===== src/hdl/hbm_host_defs.svh =====
// host memory path constants
// widths of the host request bus, debounce length and LED timing

`ifndef HBM_HOST_DEFS_SVH
`define HBM_HOST_DEFS_SVH

// --------------------------------------------------
// request bus widths
// --------------------------------------------------
`define HBM_ADDR_WIDTH 8    // word address, 256 words
`define HBM_DATA_WIDTH 32   // data word

// --------------------------------------------------
// board housekeeping
// --------------------------------------------------
`define HBM_DBNC_CYCLES 16  // stable edges before the button is believed

// cycles an activity LED stays lit after its last request
`define HBM_LED_HOLD 32

`define HBM_LED_WIDTH 3     // reset, write, read

`endif


===== src/hdl/hbm_host_pkg.sv =====
// host memory path types
// data types and enums shared by the request slice, the memory and
// the LED monitor

`default_nettype none

`include "hbm_host_defs.svh"

package hbm_host_pkg;

  typedef logic [`HBM_ADDR_WIDTH-1:0] addr_t;  // word address
  typedef logic [`HBM_DATA_WIDTH-1:0] data_t;  // data word

  // bit 0 reset, bit 1 write activity, bit 2 read activity
  typedef logic [`HBM_LED_WIDTH-1:0] led_t;

  typedef enum logic {
    OP_READ  = 1'b0,
    OP_WRITE = 1'b1
  } host_op_e;

  // activity LED hold machine
  typedef enum logic {
    LED_IDLE = 1'b0,  // LED dark
    LED_HOLD = 1'b1   // LED lit, hold counter running
  } led_state_e;

endpackage

`default_nettype wire


===== src/hdl/mem_req_if.sv =====
// internal host request bus
// one request moves on every edge with valid high, no back-pressure

`timescale 1ns/1ps
`default_nettype none

interface mem_req_if;
  import hbm_host_pkg::*;

  logic     valid;  // request strobe
  host_op_e op;
  addr_t    addr;
  data_t    wdata;  // only meaningful on writes

  modport source (output valid, output op, output addr, output wdata);

  modport sink (input valid, input op, input addr, input wdata);

  // the LED monitor only needs to see traffic go by
  modport monitor (input valid, input op);

endinterface

`default_nettype wire


===== src/hdl/host_req_slice.sv =====
// host request register slice
// registers the incoming host request onto the internal request bus
// and drops requests while the core is held in reset

`timescale 1ns/1ps
`default_nettype none

module host_req_slice (
  input  logic                clk_i,
  input  logic                core_rst_n_i,
  input  logic                req_valid_i,
  input  hbm_host_pkg::host_op_e req_op_i,
  input  hbm_host_pkg::addr_t req_addr_i,
  input  hbm_host_pkg::data_t req_wdata_i,
  mem_req_if.source           req
);

  import hbm_host_pkg::*;

  // --------------------------------------------------
  // strobe
  // --------------------------------------------------
  // one cycle per accepted request, the sink never stalls so there
  // is nothing to hold
  always_ff @(posedge clk_i) begin
    if (!core_rst_n_i) begin
      req.valid <= 1'b0;           // requests under core reset are lost
    end else begin
      req.valid <= req_valid_i;
    end
  end

  // --------------------------------------------------
  // payload
  // --------------------------------------------------
  // only loaded with a request, keeps the fields quiet on idle cycles
  always_ff @(posedge clk_i) begin
    if (req_valid_i) begin
      req.op    <= req_op_i;
      req.addr  <= req_addr_i;
      req.wdata <= req_wdata_i;    // don't care on reads
    end
  end

endmodule

`default_nettype wire


===== src/flat_wrapper.sv =====
// flat-port wrapper written by rule: the top's interface ports become plain ports
module host_req_slice_flat import hbm_host_pkg::*;
  (clk_i, core_rst_n_i, req_valid_i, req_op_i, req_addr_i, req_wdata_i, req_valid, req_op, req_addr, req_wdata);
  mem_req_if req_i ();
  input  logic clk_i;
  input  logic core_rst_n_i;
  input  logic req_valid_i;
  input  hbm_host_pkg::host_op_e req_op_i;
  input  hbm_host_pkg::addr_t req_addr_i;
  input  hbm_host_pkg::data_t req_wdata_i;
  output wire logic [$bits(req_i.valid)-1:0] req_valid;
  output wire logic [$bits(req_i.op)-1:0] req_op;
  output wire logic [$bits(req_i.addr)-1:0] req_addr;
  output wire logic [$bits(req_i.wdata)-1:0] req_wdata;
  assign req_valid = req_i.valid;
  assign req_op = req_i.op;
  assign req_addr = req_i.addr;
  assign req_wdata = req_i.wdata;
  host_req_slice u_core (.clk_i(clk_i), .core_rst_n_i(core_rst_n_i), .req_valid_i(req_valid_i), .req_op_i(req_op_i), .req_addr_i(req_addr_i), .req_wdata_i(req_wdata_i), .req(req_i));
endmodule

===== config.mk =====
export PLATFORM = sky130hd
export DESIGN_NAME = host_req_slice_flat
export DESIGN_NICKNAME = d
export VERILOG_FILES = /design/src/hdl/hbm_host_pkg.sv /design/src/hdl/mem_req_if.sv /design/src/hdl/host_req_slice.sv /design/src/flat_wrapper.sv
export VERILOG_INCLUDE_DIRS = /design/src /design/src/hdl
export SDC_FILE = /design/constraint.sdc
export NUM_CORES = 1
export LEC_CHECK = 0
export ABC_AREA = 1
export BUFFER_PORTS_ARGS = -buffer_cell sky130_fd_sc_hd__clkbuf_2
export CORE_AREA = 2 2 60 62
export DETAILED_ROUTE_END_ITERATION = 8
export DIE_AREA = 0 0 62 64
export PLACE_DENSITY = 0.75
export SYNTH_ARGS = -nofsm -noshare
export SYNTH_HDL_FRONTEND = slang
export SYNTH_SLANG_ARGS = --single-unit

===== constraint.sdc =====
create_clock -name clk_i -period 0.8 [get_ports clk_i]
set_clock_uncertainty 0.15 [all_clocks]
set_input_delay 0.08 -clock clk_i [delete_from_list [all_inputs] [get_ports clk_i]]
set_output_delay 0.08 -clock clk_i [all_outputs]
set_load 0.02 [all_outputs]

* Word-level counts from Yosys, hierarchy flattened
Index checks and enable logic that the tools add are counted.
** Storage, ports and cells
- Bits in registers :: 42
- Logic and storage cells :: 4
- Input bits :: 44
- Output and inout bits :: 42

* Depth between registers and ports, before layout
- Word-level depth :: 0
- Gate-level depth with buffers :: 2
- Depth with buffers taken out :: 2

* Worst setup path after synthesis
Ideal clock, no wire load.
- Path type :: register to output
- From :: reg u_core.req.addr[0]
- To :: out req_addr[0]
- Path buffers :: 0
- Cell stages (with the launch flop) :: 1
- Slack :: 0.121 ns
- Data arrival time :: 0.449 ns
- Data required time :: 0.570 ns
- Cells stage by stage :: edfxtp_1
** RTL lines
- start, declared :: RTL line mem_req_if.sv:15 : modport source (output valid, output op, output addr, output wdata);
- start signal, assigned :: RTL line host_req_slice.sv:40 : req.addr <= req_addr_i;
- end, declared :: RTL line flat_wrapper.sv:13 : output wire logic [$bits(req_i.addr)-1:0] req_addr;
No word-level cell between the ends.

* Final worst setup path
- From :: reg u_core.req.wdata[18]
- To :: out req_wdata[18]
** RTL lines
- start, declared :: RTL line mem_req_if.sv:15
- start signal, assigned :: RTL line host_req_slice.sv:41 : req.wdata <= req_wdata_i;
- end, declared :: RTL line flat_wrapper.sv:14 : output wire logic [$bits(req_i.wdata)-1:0] req_wdata;
No word-level cell between the ends.

==> flow_metrics.tcl <==
set metrics [dict create \
    status "finished with violations" \
    violations "negative setup slack" \
    holdPathStages 4 \
    clock_path_buffers 2 \
    io_pins 86 \
    cts_root_buf "clkbuf_4" \
    netlist_area_um2 1260 \
    finalSetupViolCount 42 \
    dr.pass1.iters 4 \
    fin_tns_setup_ns -13.67 \
    cp.depth 1 \
    drt_iter0_markers 21 \
    synthTopCellsByArea "edfxtp_1 98%, dfxtp_1 1.6%, inv_1 0.30%, nand2_1 0.30%" \
    critPathArrivalTime_ns 0.94 \
    drc 0 \
    synth_top_area_share 0.978 \
    finalCritPeriodShare 1.46 \
    fin_area_um2 2490 \
    synthToLayoutAreaGrowth_pct 97.7 \
    placed_cells 177 \
    place_congestion 0.594 \
    maxCapViolCount 0 \
    yosysSeqAreaShare 0.994 \
    vias 964 \
    port_buffers 85 \
    diodes 0 \
    core.rowCount 21 \
    tightest_slew_ns 0.165 \
    dieArea_um2 3970 \
    grt_util_all_layers 0.164 \
    cts_sinks 42 \
    path_cells "buf_2" \
    p_leak_nw 1.07 \
    fin_ws_ns -0.366 \
    synth_cells 44 \
    die_w_um 62 \
    synth_top_cell_by_area "edfxtp_1" \
    die_h_um 64 \
    hold_path.class "in2reg" \
    synth.avg_cell_area_um2 28.6 \
    timing.fmax_mhz 857 \
    slew_headroom 0.890 \
    crit_type "reg2out" \
    wirelength_mm 3.51 \
    grt_setup_unrepaired "yes" \
    nets 224 \
    hold_viol 0 \
    placed_area_um2 1770 \
    grt_pass1_wl_mm 4.36 \
    critPathBufInv 1 \
    dpl.hpwl_mm 1.85 \
    overflow 0 \
    powerDensity_nw_per_um2 1950 \
    path_delay_family "flip-flops" \
    irDropWorstVdd_uv 1400 \
    cts_tree "yes" \
    drive_above_1_share 0.519 \
    min_from "req_valid_i" \
    worst-endpoint-required_ns 0.57 \
    layout.cells.non_filler 227 \
    slowest_delay_ns 0.41 \
    slowest_stage "edfxtp_1" \
    start_kind "register" \
    yosys_warnings 0 \
    core-area_um2 3280 \
    grt_pass1_vias 969 \
    start_util 0.383 \
    place_ws_ns -0.0778 \
    grt_max_degree 33 \
    synthDistinctLibCells 4 \
    cp_max_fo 1 \
    min_period_ns 1.17 \
    vias_per_cell 4.25 \
    wl_per_cell_um 15.5 \
    end_kind "output port" \
    synth_nets 88 \
    whs_endpoint "u_core.req.valid" \
    ys_ff_latch 42 \
    htree_levels 2 \
    numCtsBuffers 5 \
    antenna_found_initial 0 \
    antenna_left 0 \
    finalMaxSlewViolations 0 \
    path_clk_slew_ns 0.11 \
]
-- stage by stage --
stage	hold WS [ns]	utilization	power (mW)
detailed placement	0.109	0.539	3.24
global route	0.0204	0.758	5.02
finish	0.0189	0.758	4.85
floorplan	0.0235	-	2.93
CTS	-0.0168	0.693	4.69
global placement	0.108	0.539	3.22
-- where the power goes --
part | internal (mW) | leakage [nW] | total (mW) | switching, mW
combinational | 0.487 | 0.619 | 0.873 | 0.386
sequential | 2.61 | 0.410 | 2.69 | 0.0814
clock | 0.663 | 0.0395 | 1.29 | 0.624
total | 3.76 | 1.07 | 4.85 | 1.09
-- timing repair --
item / in CTS / in global routing
setup endpoints to repair: 42 / 42
gates resized for setup: 3 / 110
endpoints found under the hold margin: 42 / 0
setup buffers: 0 / 0
pin swaps: 0 / 0
hold buffers: 42 / 0
-- cell families (layout without fill, tap and decap cells) --
kind of cell	count (synthesis)	in the layout	synth area share
buffers and inverters	1	138	0.00298
DFF	42	42	0.994
and+or+nand+nor	1	1	0.00298
-- cell type report --
class	instances	area, um2
sequential	42	1250
timing repair buffer	129	1100
fill	177	796
tap	46	57.6
clock buffer	7	45.0
clock inverter	1	30.0
multi-input combinational	1	3.75
inverter	1	3.75
-- layout by cell type, fill, tap and decap left out, drive strengths merged --
cell type	n
nand2	1
bufinv	1
dfxtp	1
edfxtp	41
inv	1
dlygate4sd3	42
buf	44
clkbuf	50
-- routing by layer --
metal	routed length (um)	global-route usage
met1	1240	0.160
met2	1860	0.277
met3	337	0.0567
met4	76	0.112
met5	0	0
-- how the worst max path moves through the flow --
stage	from	endpoint	slack, ns
final	u_core.req.wdata[18]	req_wdata[18]	-0.37
after detailed placement	req_valid_i	u_core.req.wdata[7]	-0.08
after global placement	req_valid_i	u_core.req.wdata[20]	-0.07
after global routing	u_core.req.wdata[18]	req_wdata[18]	-0.41
after CTS	u_core.req.wdata[25]	req_wdata[25]	-0.38
after floorplan	u_core.req.addr[0]	req_addr[0]	0.12
-- registers in the layout, indices dropped and copies added, names as in the netlist --
name              cells
u_core.req.op         1
u_core.req.valid      1
u_core.req.addr       8
u_core.req.wdata     32
-- cell usage after synthesis --
master     n
dfxtp_1    1
nand2_1    1
edfxtp_1  41
inv_1      1
Note: power is estimated with default switching activity, not from simulation.
