==> config.mk <==
export PLATFORM = sky130hd
export DESIGN_NAME = led_monitor_flat
export DESIGN_NICKNAME = d
export VERILOG_FILES = /design/src/hdl/hbm_host_pkg.sv /design/src/hdl/mem_req_if.sv /design/src/hdl/led_monitor.sv /design/src/flat_wrapper.sv
export VERILOG_INCLUDE_DIRS = /design/src /design/src/hdl
export SDC_FILE = /design/constraint.sdc
export NUM_CORES = 1
export LEC_CHECK = 0
export BUFFER_PORTS_ARGS = -buffer_cell sky130_fd_sc_hd__clkbuf_2
export CELL_PAD_IN_SITES_DETAIL_PLACEMENT = 1
export CELL_PAD_IN_SITES_GLOBAL_PLACEMENT = 1
export CORE_UTILIZATION = 44
export CTS_CLUSTER_SIZE = 12
export DETAILED_ROUTE_END_ITERATION = 7
export PLACE_DENSITY_LB_ADDON = 0.1
export SLEW_MARGIN = 40
export SYNTH_ARGS = -nofsm -noshare
export SYNTH_HDL_FRONTEND = slang
export SYNTH_SLANG_ARGS = --single-unit
==> constraint.sdc <==
create_clock -name clk_i -period 1.9 [get_ports clk_i]
set_input_delay 0.095 -clock clk_i [delete_from_list [all_inputs] [get_ports clk_i]]
set_output_delay 0.095 -clock clk_i [all_outputs]
set_load 0.1 [all_outputs]
==> src/hdl/hbm_host_defs.svh <==
// host memory path constants
// widths of the host request bus, debounce length and LED timing

`ifndef HBM_HOST_DEFS_SVH
`define HBM_HOST_DEFS_SVH

// --------------------------------------------------
// request bus widths
// --------------------------------------------------
`define HBM_ADDR_WIDTH 8    // word address, 256 words
`define HBM_DATA_WIDTH 32   // data word

// --------------------------------------------------
// board housekeeping
// --------------------------------------------------
`define HBM_DBNC_CYCLES 16  // stable edges before the button is believed

// cycles an activity LED stays lit after its last request
`define HBM_LED_HOLD 32

`define HBM_LED_WIDTH 3     // reset, write, read

`endif

==> src/hdl/hbm_host_pkg.sv <==
// host memory path types
// data types and enums shared by the request slice, the memory and
// the LED monitor

`default_nettype none

`include "hbm_host_defs.svh"

package hbm_host_pkg;

  typedef logic [`HBM_ADDR_WIDTH-1:0] addr_t;  // word address
  typedef logic [`HBM_DATA_WIDTH-1:0] data_t;  // data word

  // bit 0 reset, bit 1 write activity, bit 2 read activity
  typedef logic [`HBM_LED_WIDTH-1:0] led_t;

  typedef enum logic {
    OP_READ  = 1'b0,
    OP_WRITE = 1'b1
  } host_op_e;

  // activity LED hold machine
  typedef enum logic {
    LED_IDLE = 1'b0,  // LED dark
    LED_HOLD = 1'b1   // LED lit, hold counter running
  } led_state_e;

endpackage

`default_nettype wire

==> src/hdl/mem_req_if.sv <==
// internal host request bus
// one request moves on every edge with valid high, no back-pressure

`timescale 1ns/1ps
`default_nettype none

interface mem_req_if;
  import hbm_host_pkg::*;

  logic     valid;  // request strobe
  host_op_e op;
  addr_t    addr;
  data_t    wdata;  // only meaningful on writes

  modport source (output valid, output op, output addr, output wdata);

  modport sink (input valid, input op, input addr, input wdata);

  // the LED monitor only needs to see traffic go by
  modport monitor (input valid, input op);

endinterface

`default_nettype wire

==> src/hdl/led_monitor.sv <==
// board activity LEDs
// shows the debounced cpu reset and stretches write and read traffic
// on the request bus into pulses long enough to see

`timescale 1ns/1ps
`default_nettype none

`include "hbm_host_defs.svh"

module led_monitor (
  input  logic               clk_i,
  input  logic               core_rst_n_i,
  input  logic               rst_n_i,
  input  logic               cpu_rst_i,
  mem_req_if.monitor         req,
  output hbm_host_pkg::led_t led_o
);

  import hbm_host_pkg::*;

  localparam int unsigned NUM_ACT = 2;
  localparam int unsigned WR_CH   = 0;
  localparam int unsigned RD_CH   = 1;
  localparam int unsigned HOLD_W  = $clog2(`HBM_LED_HOLD + 1);
  localparam logic [HOLD_W-1:0] HOLD_LOAD = HOLD_W'(`HBM_LED_HOLD);

  led_state_e          act_state_q [NUM_ACT];
  logic [HOLD_W-1:0]   act_cnt_q   [NUM_ACT];  // cycles left to stay lit
  logic [NUM_ACT-1:0]  act_hit;
  logic                led_rst_q;

  assign act_hit[WR_CH] = req.valid && (req.op == OP_WRITE);
  assign act_hit[RD_CH] = req.valid && (req.op == OP_READ);

  // --------------------------------------------------
  // activity hold machines, one per channel
  // --------------------------------------------------
  always_ff @(posedge clk_i) begin
    for (int i = 0; i < NUM_ACT; i++) begin
      if (!core_rst_n_i) begin
        act_state_q[i] <= LED_IDLE;
        act_cnt_q[i]   <= '0;
      end else if (act_hit[i]) begin
        act_state_q[i] <= LED_HOLD;       // every request restarts the hold
        act_cnt_q[i]   <= HOLD_LOAD;
      end else if (act_state_q[i] == LED_HOLD) begin
        if (act_cnt_q[i] == HOLD_W'(1)) begin
          act_state_q[i] <= LED_IDLE;
          act_cnt_q[i]   <= '0;
        end else begin
          act_cnt_q[i] <= act_cnt_q[i] - 1'b1;
        end
      end
    end
  end

  // reset LED stays up while the core is held, so only the system
  // reset clears it
  always_ff @(posedge clk_i) begin
    if (!rst_n_i) led_rst_q <= 1'b0;
    else          led_rst_q <= cpu_rst_i;
  end

  assign led_o = {act_state_q[RD_CH] == LED_HOLD,
                  act_state_q[WR_CH] == LED_HOLD,
                  led_rst_q};

endmodule

`default_nettype wire

==> src/flat_wrapper.sv <==
// flat-port wrapper written by rule: the top's interface ports become plain ports
module led_monitor_flat import hbm_host_pkg::*;
  (clk_i, core_rst_n_i, rst_n_i, cpu_rst_i, led_o, req_valid, req_op);
  mem_req_if req_i ();
  input  logic clk_i;
  input  logic core_rst_n_i;
  input  logic rst_n_i;
  input  logic cpu_rst_i;
  output hbm_host_pkg::led_t led_o;
  input wire logic [$bits(req_i.valid)-1:0] req_valid;
  input wire logic [$bits(req_i.op)-1:0] req_op;
  assign req_i.valid = req_valid;
  assign req_i.op = req_op;
  led_monitor u_core (.clk_i(clk_i), .core_rst_n_i(core_rst_n_i), .rst_n_i(rst_n_i), .cpu_rst_i(cpu_rst_i), .req(req_i), .led_o(led_o));
endmodule
Yosys cells after proc, flatten, opt, wreduce, memory -nomap -nowiden
Memory sizes are Yosys's and may differ from the RTL's.
Cells that the tools add are included.
{"block": "totals", "register_bits": 1, "latchBits": 0, "mem_bits_rw": 14, "rom_bits": 0, "in_bits": 6, "memories": 2}
{"name": "u_core.act_cnt_q", "depth": 2, "word_bits": 6, "rd": 2, "rd_ports_with_merged_regs": 0, "wr": 2, "line_no": "led_monitor.sv:28", "source": "logic [HOLD_W-1:0] act_cnt_q [NUM_ACT];"}
{"name": "u_core.act_state_q", "depth": 2, "word_bits": 1, "rd": 2, "rd_ports_with_merged_regs": 0, "wr": 2, "line_no": "led_monitor.sv:27", "source": "led_state_e act_state_q [NUM_ACT];"}
{"block": "op_classes", "addsub": 2, "n_mul": 0, "div_mod_pow": 0, "order_cmp": 0, "n_eq_ne": 2, "shift": 0, "mux": 37, "bitwise": 11, "n_reduce_logical": 2}
{"op": "two-way mux 6 bit", "count": 6}
{"op": "two-way mux 1 bit", "count": 31}
{"op": "equality test 6 x 1 -> 1 bit, second input constant", "count": 2}
{"op": "subtractor 6 x 1 -> 6 bit, second input constant", "count": 2}
{"op": "OR 1 bit", "count": 10}
{"op": "logical AND 1 bit", "count": 2}
{"op": "NOT 1 bit", "count": 1}

Longest topological paths before layout
Gate-level depths: netlist (run 1).
{"block": "depth", "word_depth": 8, "mapped_depth": 5, "depth_no_buf": 5}

Least setup slack after synthesis (run 1)
OpenSTA, ideal clock, no wires.
{"block": "synth_timing", "path_kind": "register to register", "startpoint": "mem u_core.act_cnt_q[0][2] in the netlist's numbering", "endpoint": "mem u_core.act_cnt_q[0][5] in the netlist's numbering (data pin)", "t_arrival_ns": 1.225, "required_time_ns": 1.633, "setup_slack_ns": 0.407, "path_stages_with_launch": 4, "n_path_buf": 0, "synth_period_minus_slack_ns": 1.493, "cell_sequence": "edfxtp_1 or3_4 o31a_1 a2bb2oi_2"}
{"element": "from (decl)", "line_no": "led_monitor.sv:28"}

==> impl_metrics.ini, run 1 <==
[sta]
skew_ns = 0.00309
setup_tns_ns = 0
rsz0062_at_grt = no
fin_crit_ns = 1.59
slew_headroom = 0.642
setup_ws_ns = 0.312
setup_violations = 0
worst_pin_slew_ns = 0.539
slew_violations = 0
max_freq_mhz = 630
hold_ws_ns = 0.00467
post-route-period-util = 0.836
finalHoldViolCount = 0

[grt]
grt_pass1_wl_um = 2190
global_route.overflow_total = 0
top_usage_layer = met2
grt_use_met2 = 0.220
met3_usage = 0.0357
grt_max_degree = 9
grt_pass1_vias = 509
met1_usage = 0.216
globalRouteTotalUtil = 0.161
antenna_found_initial = 0

[placement]
hpwl_um = 1030
portBuffers = 8
gp_congestion = 0.757
dp_worst_setup_slack_ns = 0.305
dpl-instance-area_um2 = 882

[critical_path]
setup.worst_path.end_class = flop
worstPathMaxFanout = 6
cp-start-kind = flop
critical_path_class = flop to flop
rrSetupSlack_ns = 0.31
required_ns = 1.94
cp_data_arrival_time_ns = 1.63

[die]
die_w_um = 45.5
die_area_um2 = 2070
num_rows = 15
die_height_um = 45.5
core_area_um2 = 1750
io_pins = 9
start_util = 0.477

[synthesis]
async_reset_ff_frac = 0
synth_top_area_share = 0.468
synth_area_leaders = edfxtp_1 (47%), xnor2_1 (6.3%), ha_1 (6.0%)
synth_cell_types = 26
syn_nets = 82
synth-edff-count = 13
seq_area_frac_synth = 0.517
ys_warn_count = 0
netlist_top_cells_count = edfxtp_1 (13), nor2_1 (10), inv_1 (8)
ys_ff_latch = 15
synth.avg_cell_area_um2 = 11.6
synth_area_leader_cell = edfxtp_1
synth_ff_type = edfxtp_1
synthCells = 72
syn_area_um2 = 833
post-synth-top-count-cell = edfxtp_1

[final_layout]
nets = 93
drive_gt1_frac = 0.195
syn_to_final_growth_pct = 10.2
num_antenna_cells = 0
postLayoutCellArea_um2 = 918

[clock_network]
root_buffer = clkbuf_4
cts_resized = 0
cts_tree = yes
ctsHtreeMaxLevel = 1
cts.clk_slew.worst_paths_ns = 0.09
cts_num_sinks = 15
cts_buffers = 3
insertion_delay_ns = 0.29
cts_hold_buf = 1
cts_buffer_depth = 2
post_cts_buffers = 0

[run_status]
status = finished, final reports clean

[worst_hold_path]
worst_hold_path_type = primary input to flop

[power_and_ir_drop]
p_per_area_nw_per_um2 = 852
p_leak_nw = 0.362
ir_worst_vdd_uv = 439

[routing]
ant_nets = 0
dr.pass1.iters = 4
dr.first_iter.drc_count = 4
wl_per_cell_um = 13.3
drt-total-wl_um = 1420
drcViolationCount = 0
avgViaCountPerCell = 5.09
vias = 545

[flow_run]
cap_violations = 0
cell usage in the layout, fill, tap and decap left out, drive strengths merged:
master	Yosys	routed
a21boi	1	1
a2bb2oi	1	1
a311o	1	1
and2	1	1
and3	1	1
clkbuf	0	12
dfxtp	2	2
dlygate4sd3	0	1
edfxtp	13	13
ha	4	4
inv	8	8
nand2	4	4
nand3	2	2
nand4	1	1
nor2	10	10
nor2b	1	1
nor3	3	3
nor3b	2	2
nor4bb	1	1
o211ai	1	1
o311ai	1	1
o31a	1	1
o41ai	2	2
or3	1	1
or3b	1	1
xnor2	6	6
through the flow:
stage / util / cells / total power, mW
after global placement: 0.505 / 102 / 0.593
after global routing: 0.526 / 107 / 0.816
after CTS: 0.526 / 107 / 0.792
after detailed placement: 0.505 / 102 / 0.596
final: 0.526 / 107 / 0.782
after floorplan: - / 72 / 0.565
power by group:
group / switching [mW] / internal, mW / leakage, nW
Clock: 0.110 / 0.0818 / 0.0150
Sequential: 0.0310 / 0.392 / 0.159
Combinational: 0.0999 / 0.0677 / 0.188
logic make-up after synthesis:
logic type | count (synthesis) | synth area share
AO/OA/AOI/OAI | 8 | 0.120
XOR/XNOR | 6 | 0.0631
adder cells (fa/ha/maj) | 4 | 0.0601
buffers and inverters | 11 | 0.0631
flip-flops | 15 | 0.517
AND/OR/NAND/NOR | 28 | 0.177
worst paths after layout:
check	cells after the start	from	to
min	2	rst_n_i	u_core.led_rst_q
max reg2reg	3	u_core.act_cnt_q[0][2]	u_core.act_cnt_q[0][4]
max	3	u_core.act_cnt_q[0][2]	u_core.act_cnt_q[0][4]
min reg2reg	1	u_core.act_cnt_q[1][0]	u_core.act_cnt_q[1][0]
sequential cells by signal, indices dropped and copies added (netlist names):
signal and flops:
u_core.act_cnt_q 12, u_core.act_state_q 2, u_core.led_rst_q 1
routing by layer:
metal  part of all wire  up-vias
li1                   -      276
met1               0.52      250
met2               0.41       15
met3              0.035        4
met4              0.032        0
met5                  0        -
worst max-delay path, stage by stage, from the launching register on:
cell,delay (ns)
edfxtp_1,0.45
or3_4,0.43
o311ai_4,0.36
nor2_1,0.10
layout make-up:
cell class / instances / area [µm²]
Fill cell: 199 / 827
Sequential cell: 15 / 430
Multi-Input combinational cell: 46 / 350
Timing Repair Buffer: 9 / 50.0
Tap cell: 25 / 31.3
Inverter: 8 / 30.0
Clock buffer: 4 / 26.3
Power figures use the tool's default switching activity.
==> run 2: changes to the inputs <==
==> constraint.sdc (replaced) <==
create_clock -name clk_i -period 1.6 [get_ports clk_i]
set_input_delay 0.08 -clock clk_i [delete_from_list [all_inputs] [get_ports clk_i]]
set_output_delay 0.08 -clock clk_i [all_outputs]
set_load 0.1 [all_outputs]
==> run 2 against run 1 <==
  * Sequential share of layout area is 1.4 points lower
  * Via count is 2.0% higher
  * Highest routed layer unchanged
  * Largest cell class unchanged
  * Cell area is 3.0% higher
  * Clock-buffer cell count stayed put
  * Sequential cell count stayed put
  * Register-to-register slack worse by 0.29 ns
==> impl_metrics.ini, run 2 (synthesis gave the netlist of run 1 again) <==
[run_status]
status = finished, final reports clean

[critical_path]
required_ns = 1.63
worstPathMaxFanout = 6
cp-start-kind = flop
setup.worst_path.end_class = flop
critical_path_class = flop to flop
cp_data_arrival_time_ns = 1.60

[power_and_ir_drop]
p_sw_frac = 0.301
seq_power_share = 0.526
switchingPower_mw = 0.281
combPwrFrac = 0.239
power.total_mw = 0.937
ir_worst_vdd_uv = 507
p_leak_nw = 0.383
p_per_area_nw_per_um2 = 990
p_clk_frac = 0.235
internal_power_mw = 0.655

[die]
die_area_um2 = 2070
start_util = 0.477
num_rows = 15
io_pins = 9
die_w_um = 45.5
die_height_um = 45.5
core_area_um2 = 1750

[sta]
slew_violations = 0
skew_ns = 0.00172
post-route-period-util = 0.984
fin_crit_ns = 1.57
hold_ws_ns = 0.00597
rsz0062_at_grt = yes
setup_tns_ns = 0
worst_pin_slew_ns = 0.545
max_freq_mhz = 635
setup_violations = 0
slew_headroom = 0.638
finalHoldViolCount = 0

[clock_network]
cts_buffer_depth = 2
ctsHtreeMaxLevel = 1
root_buffer = clkbuf_4
insertion_delay_ns = 0.28
cts_buffers = 3
cts.clk_slew.worst_paths_ns = 0.09
cts_hold_buf = 0
cts_num_sinks = 15
cts_resized = 0
cts_tree = yes
post_cts_buffers = 0

[final_layout]
largest_reg_flops = 12
nets = 97
num_antenna_cells = 0
final.fill_count = 197
finalNonFillerCells = 111
drive_gt1_frac = 0.244
final_util = 0.542
final_common_cell = edfxtp_1
top_register = u_core.act_cnt_q
top_regs = u_core.act_cnt_q x12, u_core.act_state_q x2, u_core.led_rst_q x1
syn_to_final_growth_pct = 13.5
final_cell_mix = edfxtp_1 (13), nor2_1 (10), inv_1 (8), clkbuf_2 (8), xnor2_1 (6)

[placement]
hpwl_um = 1110
dpl.cell_count = 107
gp_congestion = 0.769
portBuffers = 8

[routing]
wl_per_cell_um = 13.1
vias = 556
dr.pass1.iters = 4
dr.first_iter.drc_count = 6
ant_nets = 0
avgViaCountPerCell = 5.01
drcViolationCount = 0
drt-total-wl_um = 1460

[grt]
grt_max_degree = 9
globalRouteTotalUtil = 0.165
grt_pass1_wl_um = 2340
grt_pass1_vias = 553
antenna_found_initial = 0
global_route.overflow_total = 0

[flow_run]
cap_violations = 0

[worst_hold_path]
worst_hold_path_type = primary input to flop
[run 2: changes by cell type in the layout (fill, tap and decap cells not counted), sizes merged]
cell and change:
dlygate4sd3 -1, buf +5
[run 2: worst paths after layout]
kind | startpoint | endpoint | slack (ns) | cells past startpoint
worst max register to register | u_core.act_cnt_q[0][4] | u_core.act_cnt_q[0][0] | 0.03 | 3
worst min register to register | u_core.act_cnt_q[1][0] | u_core.act_cnt_q[1][0] | 0.63 | 1
worst min-delay path | cpu_rst_i | u_core.led_rst_q | 0.006 | 2
worst max-delay path | u_core.act_cnt_q[0][4] | u_core.act_cnt_q[0][0] | 0.03 | 3
[run 2: through the flow]
step           area [µm²]  setup slack (ns)
5_1_grt               946           -0.0325
6_report              946            0.0251
4_1_cts               946            0.0185
2_1_floorplan         833             0.107
3_3_place_gp          920            0.0711
3_5_place_dp          920            0.0244
[run 2: critical path, stage by stage (launching register included)]
cell      delay (ns)
edfxtp_1        0.42
or3_4           0.45
o311ai_4        0.37
nor2_1          0.09
[run 2: area by class of cell]
cell class / count / area [µm²] / area share
flip-flops and latches: 15 / 430 / 0.455
multi-input cells: 46 / 350 / 0.370
repair buffers: 13 / 77.6 / 0.0820
well taps: 25 / 31.3 / 0.0331
inverters: 8 / 30.0 / 0.0317
clock buffers: 4 / 26.3 / 0.0278
[run 2: layer usage]
metal  global-route usage  vias to the layer above  share of wire
li1                     -                      283              -
met1                0.230                      260           0.49
met2                0.226                       11           0.46
met3               0.0516                        2          0.038
met4               0.0909                        0          0.014
met5                    0                        -              0
[run 2: power by group through the flow]
stage / clock (mW) / combinational (mW) / sequential (mW)
CTS: 0.225 / 0.226 / 0.493
finish: 0.220 / 0.224 / 0.493
detailed placement: 0 / 0.223 / 0.502
global route: 0.242 / 0.242 / 0.497
floorplan: 0 / 0.169 / 0.502
global placement: 0 / 0.220 / 0.500
