`src/hdl/hbm_host_defs.svh`:
```
// host memory path constants
// widths of the host request bus, debounce length and LED timing

`ifndef HBM_HOST_DEFS_SVH
`define HBM_HOST_DEFS_SVH

// --------------------------------------------------
// request bus widths
// --------------------------------------------------
`define HBM_ADDR_WIDTH 8    // word address, 256 words
`define HBM_DATA_WIDTH 32   // data word

// --------------------------------------------------
// board housekeeping
// --------------------------------------------------
`define HBM_DBNC_CYCLES 16  // stable edges before the button is believed

// cycles an activity LED stays lit after its last request
`define HBM_LED_HOLD 32

`define HBM_LED_WIDTH 3     // reset, write, read

`endif

```
`src/hdl/reset_debounce.sv`:
```
// cpu reset button debounce
// filters the push-button and merges it with the system reset into
// the registered core reset

`timescale 1ns/1ps
`default_nettype none

`include "hbm_host_defs.svh"

module reset_debounce (
  input  logic clk_i,
  input  logic rst_n_i,
  input  logic cpu_reset_i,
  output logic cpu_rst_o,
  output logic core_rst_n_o
);

  localparam int unsigned CNT_W = $clog2(`HBM_DBNC_CYCLES);
  localparam logic [CNT_W-1:0] CNT_LAST = CNT_W'(`HBM_DBNC_CYCLES - 1);

  logic [CNT_W-1:0] stable_cnt_q;  // consecutive edges with a new button value
  logic             btn_differs;
  logic             dbnc_hit;

  assign btn_differs = cpu_reset_i ^ cpu_rst_o;
  assign dbnc_hit    = btn_differs && (stable_cnt_q == CNT_LAST);

  // counter restarts on any bounce and again after each toggle,
  // so it never runs past its limit
  always_ff @(posedge clk_i) begin
    if (!rst_n_i) begin
      stable_cnt_q <= '0;
      cpu_rst_o    <= 1'b0;
    end else if (!btn_differs) begin
      stable_cnt_q <= '0;            // bounce back, start over
    end else if (dbnc_hit) begin
      stable_cnt_q <= '0;
      cpu_rst_o    <= cpu_reset_i;   // held long enough
    end else begin
      stable_cnt_q <= stable_cnt_q + 1'b1;
    end
  end

  always_ff @(posedge clk_i) begin
    if (!rst_n_i) core_rst_n_o <= 1'b0;
    else          core_rst_n_o <= ~cpu_rst_o;
  end

  // the debounced value may only move right after a full stable run
  a_dbnc_toggle: assert property (@(posedge clk_i)
    $past(rst_n_i) && $changed(cpu_rst_o) |-> $past(dbnc_hit))
    else $error("cpu_rst_o changed without a complete debounce run");

endmodule

`default_nettype wire

```
`config.mk`:
```
export PLATFORM = sky130hd
export DESIGN_NAME = reset_debounce
export DESIGN_NICKNAME = d
export VERILOG_FILES = /design/src/hdl/reset_debounce.sv
export VERILOG_INCLUDE_DIRS = /design/src /design/src/hdl
export SDC_FILE = /design/constraint.sdc
export NUM_CORES = 1
export LEC_CHECK = 0
export BUFFER_PORTS_ARGS = -buffer_cell sky130_fd_sc_hd__buf_2
export CORE_AREA = 5 5 42 44
export DETAILED_ROUTE_END_ITERATION = 8
export DIE_AREA = 0 0 47 49
export GPL_ROUTABILITY_DRIVEN = 0
export GPL_TIMING_DRIVEN = 0
export PLACE_DENSITY_LB_ADDON = 0.1
export SYNTH_ARGS = -nofsm -noshare
export SYNTH_HDL_FRONTEND = slang
export SYNTH_SLANG_ARGS = --single-unit
```
`constraint.sdc`:
```
create_clock -name clk_i -period 1.2 [get_ports clk_i]
set_clock_uncertainty 0.1 [all_clocks]
set_input_delay 0.24 -clock clk_i [delete_from_list [all_inputs] [get_ports clk_i]]
set_output_delay 0.24 -clock clk_i [all_outputs]
set_load 0.01 [all_outputs]
```
# --- After elaboration in Yosys (flattened, before gate mapping) ---
# Cells that the tools add are included.
word_totals:
  output_inout_bits: 2
  word_cells: 12
  input_bits: 3
  reg_bits: 6
op_classes:
  n_reduce_logical: 3
  eq_ne: 1
  n_addsub: 1
  n_bitwise: 4
op_table:
  columns: ["cell", "count"]
  rows:
  - ["$add 4x1->4 const B", 1]
  - ["$eq 4x4->1 const B", 1]
  - ["$not 1->1", 3]
  - ["$reduce_or 3->1", 1]
  - ["$reduce_and 2->1", 1]
  - ["$logic_and 1x1->1", 1]
  - ["$xor 1x1->1", 1]

# --- Logic depth before layout (Yosys ltp) ---
# Gate-level depths: netlist of the first run.
depth:
  word_depth: 3
  depth_mapped: 4
  ltp_nobuf: 4

# --- Least setup slack after synthesis of the first run ---
# Ideal clock, no wire load.
synth_path:
  path_type: "flip-flop to flip-flop"
  start: "register stable_cnt_q[0]"
  end: "register cpu_rst_o"
  path_buffers: 0
  stages_incl_launch_ff: 5
  period_less_slack_ns: 1.062
  path_slack_ns: 0.138
  setup_time_ns: 0.116
  arrival_time_ns: 0.846
  t_required_ns: 0.984
  path_cell_list: "dfxtp_1 > ha_1 > nand3_1 > mux2i_1 > nor2b_1"
synth_via:
  elab_chain_cells: 3
synth_lines:
  columns: ["item", "line", "source"]
  rows:
  - ["start: declaration", "reset_debounce.sv:21", "logic [CNT_W-1:0] stable_cnt_q;"]
  - ["start signal: assignment", "reset_debounce.sv:40", "stable_cnt_q <= stable_cnt_q + 1'b1;"]
  - ["$eq 4x4->1", "reset_debounce.sv:26", "assign dbnc_hit = btn_differs && (stable_cnt_q == CNT_LAST);"]
  - ["$logic_and 1x1->1", "reset_debounce.sv:26", null]
  - ["$reduce_and 2->1 (no line)", null, null]
  - ["end signal: assignment", "reset_debounce.sv:38", "cpu_rst_o <= cpu_reset_i;"]
  - ["end: declaration", "reset_debounce.sv:14", "output logic cpu_rst_o,"]
# Every way passes these cells.
# A chain may end at the register's enable or synchronous reset.

# --- Final worst setup path of the first run ---
# Same ends and word-level chain as after synthesis.

==> impl_metrics.yaml, run 1 <==
sta:
  period_share_pct: 94.0
  relSlewSlack_pct: 89.6
  max_freq_mhz: 886
  period_minus_slack_ns: 1.13
  rsz0062_at_grt: "false"
  worst-slew-pin-transition_ns: 0.155
  finalSetupTns_ns: 0
  hold_viol_final: 0
  finalWorstSetupSlack_ns: 0.0715
  setup_violations: 0
  slew_violations: 0
grt:
  grt_max_degree: 5
  gr-usage-met2_pct: 5.43
  grt_pass1_vias: 164
  use_met3_pct: 5.54
  grt-busiest-layer: "met3"
  antenna_found_initial: 0
  grt_overflow: 0
  grt_util_all_layers_pct: 4.58
  grt_pass1_wl_um: 627
  grtUsageMet1_pct: 3.74
synth:
  yosys.area_share.simple_pct: 22.0
  avgSynthCellArea_um2: 10.5
  yosysTopAreaCell: "dfxtp_1"
  synth_xor_area_share_pct: 11.9
  netlist.area_leader.share_pct: 54.2
  synthAdderAreaFrac_pct: 5.65
  seq_area_frac_synth_pct: 54.2
  synth.cell_area_um2: 221
  synth_compound_area_share_pct: 0
  yosys-top-cells-area: "dfxtp_1, xor2_1, nand3_1, ha_1, nor2_1"
  syn_inst: 21
  yosysWarnings: 0
  syn_nets: 25
  ys_types: 10
  ys_ff_latch: 6
  muxShareOfSynthArea_pct: 4.52
  synth_top_family_by_area: "simple AND/OR/NAND/NOR gates"
final_layout:
  final_common_cell: "dfxtp_1"
  final_layout_size_suffix_gt1_share_pct: 32.1
  layout_common_cells: "dfxtp_1, buf_2"
  antenna_cells: 0
  nFillCells: 169
  area_growth_pct: 28.2
  final_net_count: 34
die:
  fp-row-count: 14
  die_height_um: 49
  io_pins: 5
  core-area_um2: 1400
  die-area_um2: 2300
  die_x_um: 47
  start_util_pct: 15.8
placement:
  dp_slack_ns: 0.0665
  io_buffers: 4
min_path:
  hold_end: "cpu_rst_o$_SDFFE_PN0P_"
  worstHoldStart: "rst_n_i"
  hold_path_class: "input pin to flip-flop"
  whs_path_depth: 2
route:
  drcViolationCount: 0
  routed_wl_um: 365
  drtAntennaViolNets: 0
  drtIter0Drc: 2
  firstDrtPassIters: 2
  vias: 162
  wl_per_cell_um: 8.30
  viasPerCell: 3.68
clock_network:
  clock-sinks: 6
  clk_path_buf_depth: 2
  cts_tree: "built"
  root_buffer: "clkbuf_4"
  cts.clk_slew.worst_paths_ns: 0.05
  numCtsBuffers: 3
  clk_latency_ns: 0.24
  post_cts_buffers: 0
  cts-resized-gates: 0
  cts.htree.levels: 1
  cts.hold.buffers_added: 0
worst_setup_path:
  rr_endpoint: "cpu_rst_o$_SDFFE_PN0P_"
  end_kind: "flip-flop"
  reg2reg_from: "stable_cnt_q[0]$_SDFF_PP0_"
  reg2regPathDepth: 4
  path_cells: "ha_1 > nand3_1 > mux2i_1 > nor2b_1"
  crit_buf_inv: 0
  required_ns: 1.23
  crit_cells: 4
  worstSetupStartpointType: "flip-flop"
  crit_path_max_fanout: 3
  criticalPathCategory: "flip-flop to flip-flop"
  rrSetupSlack_ns: 0.07
  critPathMaxStageDelay_ns: 0.32
  slowest_stage: "dfxtp_1"
  crit_family: "flip-flops"
  critPathArrivalTime_ns: 1.16
run_status:
  outcome: "complete, no violations"
power_and_ir_drop:
  powerDensity_nw_per_um2: 1450
  power.leakage_uw: 0.000140
  peakVddDrop_mv: 0.426
flow_run:
  maxCapViolCount: 0
==> registers in the layout, indices dropped and copies added (netlist names) <==
name          cells
stable_cnt_q      4
core_rst_n_o      1
cpu_rst_o         1
==> synthesized netlist by cell type, drive strengths merged <==
| library cell | instances |
|---|---|
| dfxtp | 6 |
| xor2 | 3 |
| inv | 1 |
| and3 | 1 |
| mux2i | 1 |
| and2b | 1 |
| nor2b | 1 |
| ha | 1 |
| nor2 | 3 |
| nand3 | 3 |
==> stage by stage <==
step | power, µW | area [µm²] | util [%] | std cells | hold slack, ns
finish | 413 | 284 | 20.3 | 44 | 0.156
global route | 444 | 284 | 20.3 | 44 | 0.152
CTS | 424 | 284 | 20.3 | 44 | 0.154
detailed placement | 230 | 262 | 18.7 | 41 | 0.357
global placement | 229 | 262 | 18.7 | 41 | 0.341
floorplan | 221 | 221 | - | 21 | 0.268
==> per-layer routing <==
layer / up-vias / wire length [µm]
met5: - / 0
met4: 0 / 0
met3: 0 / 20
met2: 3 / 188
met1: 75 / 157
li1: 84 / -
==> how the worst max path moves through the flow <==
stage	from	endpoint	slack, ns
2_1_floorplan	stable_cnt_q[0]$_SDFF_PP0_	cpu_rst_o$_SDFFE_PN0P_	0.14
3_3_place_gp	stable_cnt_q[0]$_SDFF_PP0_	cpu_rst_o$_SDFFE_PN0P_	0.07
3_5_place_dp	stable_cnt_q[0]$_SDFF_PP0_	cpu_rst_o$_SDFFE_PN0P_	0.07
4_1_cts	stable_cnt_q[0]$_SDFF_PP0_	cpu_rst_o$_SDFFE_PN0P_	0.06
5_1_grt	stable_cnt_q[0]$_SDFF_PP0_	stable_cnt_q[3]$_SDFF_PP0_	0.008
6_report	stable_cnt_q[0]$_SDFF_PP0_	cpu_rst_o$_SDFFE_PN0P_	0.07
==> cells by family (layout without fill, tap and decap cells) <==
group	count (synthesis)	in the layout
multiplexers	1	1
flip-flops	6	6
AND/OR/NAND/NOR	9	9
XOR/XNOR	3	3
buffers and inverters	1	8
adder cells (fa/ha/maj)	1	1
==> power by group <==
part,internal [µW],switching (µW)
Sequential,205,2.80
Clock,113,74.2
Combinational,8.63,8.94
==> layout make-up <==
class / instances / area [µm²] / share of cell area (%)
inverter: 1 / 3.75 / 1.32
tap: 16 / 20.0 / 7.05
timing repair buffer: 4 / 20.0 / 7.05
multi-input combinational: 14 / 97.6 / 34.4
clock buffer: 3 / 22.5 / 7.93
sequential: 6 / 120 / 42.3
Note: power is estimated with default switching activity, not from simulation.
==> inputs of run 2 (changes only) <==
CORE_AREA = 10 10 47 49   (was 5 5 42 44)
DIE_AREA = 0 0 57 59   (was 0 0 47 49)
PLACE_DENSITY_LB_ADDON = unset   (was 0.1)
==> run 2 against run 1 <==
Worst hold slack got worse by 0.0077 ns. Fmax grew 1.5%. Combinational power hardly changed. Flip-flop and latch count did not move. Via count shrank 2.5%. Global-route usage decreased by 1.5 points. Critical path depth unchanged. First-iteration DRC count is the same. Clock-buffer cell count unchanged. Register-to-register slack better by 0.02 ns. Wire length is 3.0% lower. Total power decreased by 0.51%. Critical path type unchanged.
==> impl_metrics.yaml, run 2 (same netlist as run 1, synthesis figures left out) <==
run_status:
  outcome: "complete, no violations"
grt:
  gr-usage-met2_pct: 3.57
  antenna_found_initial: 0
  grt-busiest-layer: "met3"
  grtUsageMet1_pct: 2.37
  grt_util_all_layers_pct: 3.06
  grt_pass1_wl_um: 703
  grt_max_degree: 5
  grt_overflow: 0
  grt_pass1_vias: 176
  use_met3_pct: 4.72
worst_setup_path:
  crit_path_max_fanout: 3
  reg2regPathDepth: 4
  crit_cells: 4
  rrSetupSlack_ns: 0.09
  path_cells: "ha_1 > nand3_1 > mux2i_1 > nor2b_1"
  slowest_stage: "dfxtp_1"
  end_kind: "flip-flop"
  crit_family: "flip-flops"
  cp-endpoint: "cpu_rst_o$_SDFFE_PN0P_"
  worstSetupStartpointType: "flip-flop"
  rr_endpoint: "cpu_rst_o$_SDFFE_PN0P_"
  criticalPathCategory: "flip-flop to flip-flop"
  critPathArrivalTime_ns: 1.15
  critPathMaxStageDelay_ns: 0.31
  required_ns: 1.24
  crit_buf_inv: 0
  crit_path_start: "stable_cnt_q[0]$_SDFF_PP0_"
  reg2reg_from: "stable_cnt_q[0]$_SDFF_PP0_"
power_and_ir_drop:
  p_total_uw: 411
  p_comb_share_pct: 4.3
  p_switching_uw: 83.9
  power.leakage_uw: 0.000140
  internal_power_uw: 327
  p_clk_share_pct: 45.1
  swShare_pct: 20.4
  powerDensity_nw_per_um2: 1450
  peakVddDrop_mv: 0.728
  seqPwrFrac_pct: 50.5
die:
  die_x_um: 57
  core-area_um2: 1400
  die_height_um: 59
  start_util_pct: 15.8
  io_pins: 5
  die-area_um2: 3360
  fp-row-count: 14
sta:
  setup_violations: 0
  max_freq_mhz: 899
  finalSetupTns_ns: 0
  hold_viol_final: 0
  rsz0062_at_grt: "false"
  worst-slew-pin-transition_ns: 0.164
  period_minus_slack_ns: 1.11
  relSlewSlack_pct: 89.1
  slew_violations: 0
  hold_ws_ns: 0.148
  period_share_pct: 92.7
final_layout:
  final_layout_size_suffix_gt1_share_pct: 32.1
  antenna_cells: 0
  layout_common_cells: "dfxtp_1, buf_2"
  final_area_um2: 284
  final_common_cell: "dfxtp_1"
  final_cells: 44
  nFillCells: 166
  largestRegisters: "stable_cnt_q: 4 flops, core_rst_n_o: 1 flops, cpu_rst_o: 1 flops"
  top_register: "stable_cnt_q"
  largest_reg_flops: 4
  area_growth_pct: 28.2
  final_net_count: 34
placement:
  placed_cells: 41
  io_buffers: 4
  dpl_cell_area_um2: 262
min_path:
  worstHoldStart: "rst_n_i"
  whs_path_depth: 2
  hold_path_class: "input pin to flip-flop"
route:
  drtIter0Drc: 2
  routed_wl_um: 354
  wl_per_cell_um: 8.05
  drtAntennaViolNets: 0
  vias: 158
  firstDrtPassIters: 2
  drcViolationCount: 0
  viasPerCell: 3.59
clock_network:
  clock-sinks: 6
  post_cts_buffers: 0
  cts-resized-gates: 0
  cts_tree: "built"
  clk_latency_ns: 0.24
  root_buffer: "clkbuf_4"
  cts.hold.buffers_added: 0
  cts.htree.levels: 1
  numCtsBuffers: 3
  cts.clk_slew.worst_paths_ns: 0.04
  clk_path_buf_depth: 2
flow_run:
  maxCapViolCount: 0
[run 2: cell counts in the layout (fill, tap and decap cells not counted)]
Identical to the previous run, type by type.
[run 2: how the worst min path moves through the flow]
stage | end | slack [ns]
finish | cpu_rst_o$_SDFFE_PN0P_ | 0.15
global route | cpu_rst_o$_SDFFE_PN0P_ | 0.15
CTS | cpu_rst_o$_SDFFE_PN0P_ | 0.15
detailed placement | stable_cnt_q[0]$_SDFF_PP0_ | 0.34
global placement | stable_cnt_q[0]$_SDFF_PP0_ | 0.34
floorplan | cpu_rst_o$_SDFFE_PN0P_ | 0.27
[run 2: metal layers]
metal / vias up / wire [µm]
li1: 82 / -
met1: 68 / 136
met2: 6 / 155
met3: 2 / 56
met4: 0 / 5
met5: - / 0
[run 2: through the flow]
step                      util (%)  setup WS, ns
after detailed placement      18.7        0.0903
after global routing          20.3        0.0211
after floorplan                  -         0.138
after global placement        18.7        0.0878
after CTS                     20.3        0.0760
final                         20.3        0.0878
[run 2: layout make-up]
class                           count  area, µm²  area share, %
Tap cell                           16       20.0           7.05
Clock buffer                        3       22.5           7.93
Timing Repair Buffer                4       20.0           7.05
Multi-Input combinational cell     14       97.6           34.4
Sequential cell                     6        120           42.3
Inverter                            1       3.75           1.32
[run 2: power groups by stage]
stage	registers [µW]	logic (µW)	clock network [µW]
after floorplan	212	8.72	0
after global placement	211	17.3	0
after CTS	208	18.1	192
after detailed placement	211	18.0	0
final	208	17.7	185
after global routing	208	20.8	214
==> inputs of run 3 (changes only) <==
RECOVER_POWER = 50   (was unset)
==> run 3 against run 2 <==
Sequential share of layout area increased by 0.19 points. Die area unchanged. Worst setup slack unchanged. Combinational power decreased by 3%. Flip-flop and latch count unchanged. Via count unchanged. Critical path type unchanged. Critical endpoint unchanged. Highest routed layer unchanged.
==> impl_metrics.yaml, run 3 (same netlist as run 1, synthesis figures left out) <==
run_status:
  outcome: "complete, no violations"
min_path:
  worstHoldStart: "rst_n_i"
  hold_path_class: "input pin to flip-flop"
  whs_path_depth: 2
  hold_end: "cpu_rst_o$_SDFFE_PN0P_"
die:
  io_pins: 5
  die_height_um: 59
  start_util_pct: 15.8
  fp-row-count: 14
  die_x_um: 57
  die-area_um2: 3360
  core-area_um2: 1400
clock_network:
  cts.clk_slew.worst_paths_ns: 0.04
  post_cts_buffers: 0
  cts.htree.levels: 1
  cts.hold.buffers_added: 0
  clock-sinks: 6
  clk_latency_ns: 0.24
  numCtsBuffers: 3
  cts_tree: "built"
  clk_path_buf_depth: 2
  root_buffer: "clkbuf_4"
  cts-resized-gates: 0
grt:
  antenna_found_initial: 0
  grt_overflow: 0
  grt_util_all_layers_pct: 3.06
  grt_max_degree: 5
  grt_pass1_vias: 176
  grt_pass1_wl_um: 703
sta:
  slew_violations: 0
  period_minus_slack_ns: 1.11
  relSlewSlack_pct: 89.1
  period_share_pct: 92.7
  setup_violations: 0
  rsz0062_at_grt: "false"
  max_freq_mhz: 899
  finalSetupTns_ns: 0
  worst-slew-pin-transition_ns: 0.164
  hold_viol_final: 0
final_layout:
  area_growth_pct: 27.7
  final_net_count: 34
  seq_area_um2: 120
  largest_reg_flops: 4
  final_layout_size_suffix_gt1_share_pct: 28.6
  multi_input_area_um2: 97.6
  final_cells: 44
  final_area_um2: 283
  post-route-util_pct: 20.2
  largestRegisters: "stable_cnt_q: 4 flops, core_rst_n_o: 1 flops, cpu_rst_o: 1 flops"
  antenna_cells: 0
  nFillCells: 167
  top_register: "stable_cnt_q"
  final_common_cell: "dfxtp_1"
power_and_ir_drop:
  peakVddDrop_mv: 0.728
  p_total_uw: 410
  power.leakage_uw: 0.000138
  powerDensity_nw_per_um2: 1450
route:
  firstDrtPassIters: 2
  routed_wl_um: 356
  vias: 158
  wl_per_cell_um: 8.09
  drtAntennaViolNets: 0
  viasPerCell: 3.59
  drcViolationCount: 0
  drtIter0Drc: 2
placement:
  placed_cells: 41
  io_buffers: 4
  dpl_cell_area_um2: 262
worst_setup_path:
  reg2regPathDepth: 4
  crit_path_max_fanout: 3
  worstSetupStartpointType: "flip-flop"
  criticalPathCategory: "flip-flop to flip-flop"
  reg2reg_from: "stable_cnt_q[0]$_SDFF_PP0_"
  required_ns: 1.24
  rrSetupSlack_ns: 0.09
  end_kind: "flip-flop"
  critPathArrivalTime_ns: 1.15
  rr_endpoint: "cpu_rst_o$_SDFFE_PN0P_"
flow_run:
  maxCapViolCount: 0
[run 3: cell types whose count changed in the layout (fill, tap and decap cells not counted), sizes merged]
cell and delta:
buf -1, clkbuf +1
[run 3: metrics by stage]
step	hold WS (ns)	worst slack, ns
floorplan	0.268	0.138
global placement	0.336	0.0878
detailed placement	0.340	0.0903
CTS	0.149	0.0760
global route	0.146	0.0211
finish	0.148	0.0878
[run 3: layout make-up]
type	count	area share [%]
sequential	6	42.5
multi-input combinational	14	34.5
clock buffer	3	7.96
tap	16	7.08
timing repair buffer	4	6.64
inverter	1	1.33
[run 3: worst max-delay path by stage]
stage	startpoint	to	slack [ns]	cells after the start
after floorplan	stable_cnt_q[0]$_SDFF_PP0_	cpu_rst_o$_SDFFE_PN0P_	0.14	4
after global placement	stable_cnt_q[0]$_SDFF_PP0_	cpu_rst_o$_SDFFE_PN0P_	0.09	4
after detailed placement	stable_cnt_q[0]$_SDFF_PP0_	cpu_rst_o$_SDFFE_PN0P_	0.09	4
after CTS	stable_cnt_q[0]$_SDFF_PP0_	cpu_rst_o$_SDFFE_PN0P_	0.08	4
after global routing	stable_cnt_q[0]$_SDFF_PP0_	cpu_rst_o$_SDFFE_PN0P_	0.02	4
final	stable_cnt_q[0]$_SDFF_PP0_	cpu_rst_o$_SDFFE_PN0P_	0.09	4
[run 3: critical path, stage by stage, from the launching register on]
cell and delay [ns]:
dfxtp_1 0.31, ha_1 0.22, nand3_1 0.13, mux2i_1 0.19
nor2b_1 0.05
[run 3: metal layers]
layer / share of wire [%] / routed length [µm] / global-route usage, %
met1: 38 / 137 / 2.37
met2: 44 / 155 / 3.57
met3: 16 / 57 / 4.72
met4: 1.4 / 5 / 2.01
met5: 0 / 0 / 0
[run 3: power breakdown]
group / total (µW) / internal, µW / leakage [µW] / switching [µW]
Sequential: 208 / 205 / 0.0000490 / 2.51
Combinational: 17.2 / 8.10 / 0.0000748 / 9.11
Clock: 185 / 113 / 0.0000138 / 72.4
Total: 410 / 326 / 0.000138 / 84.0
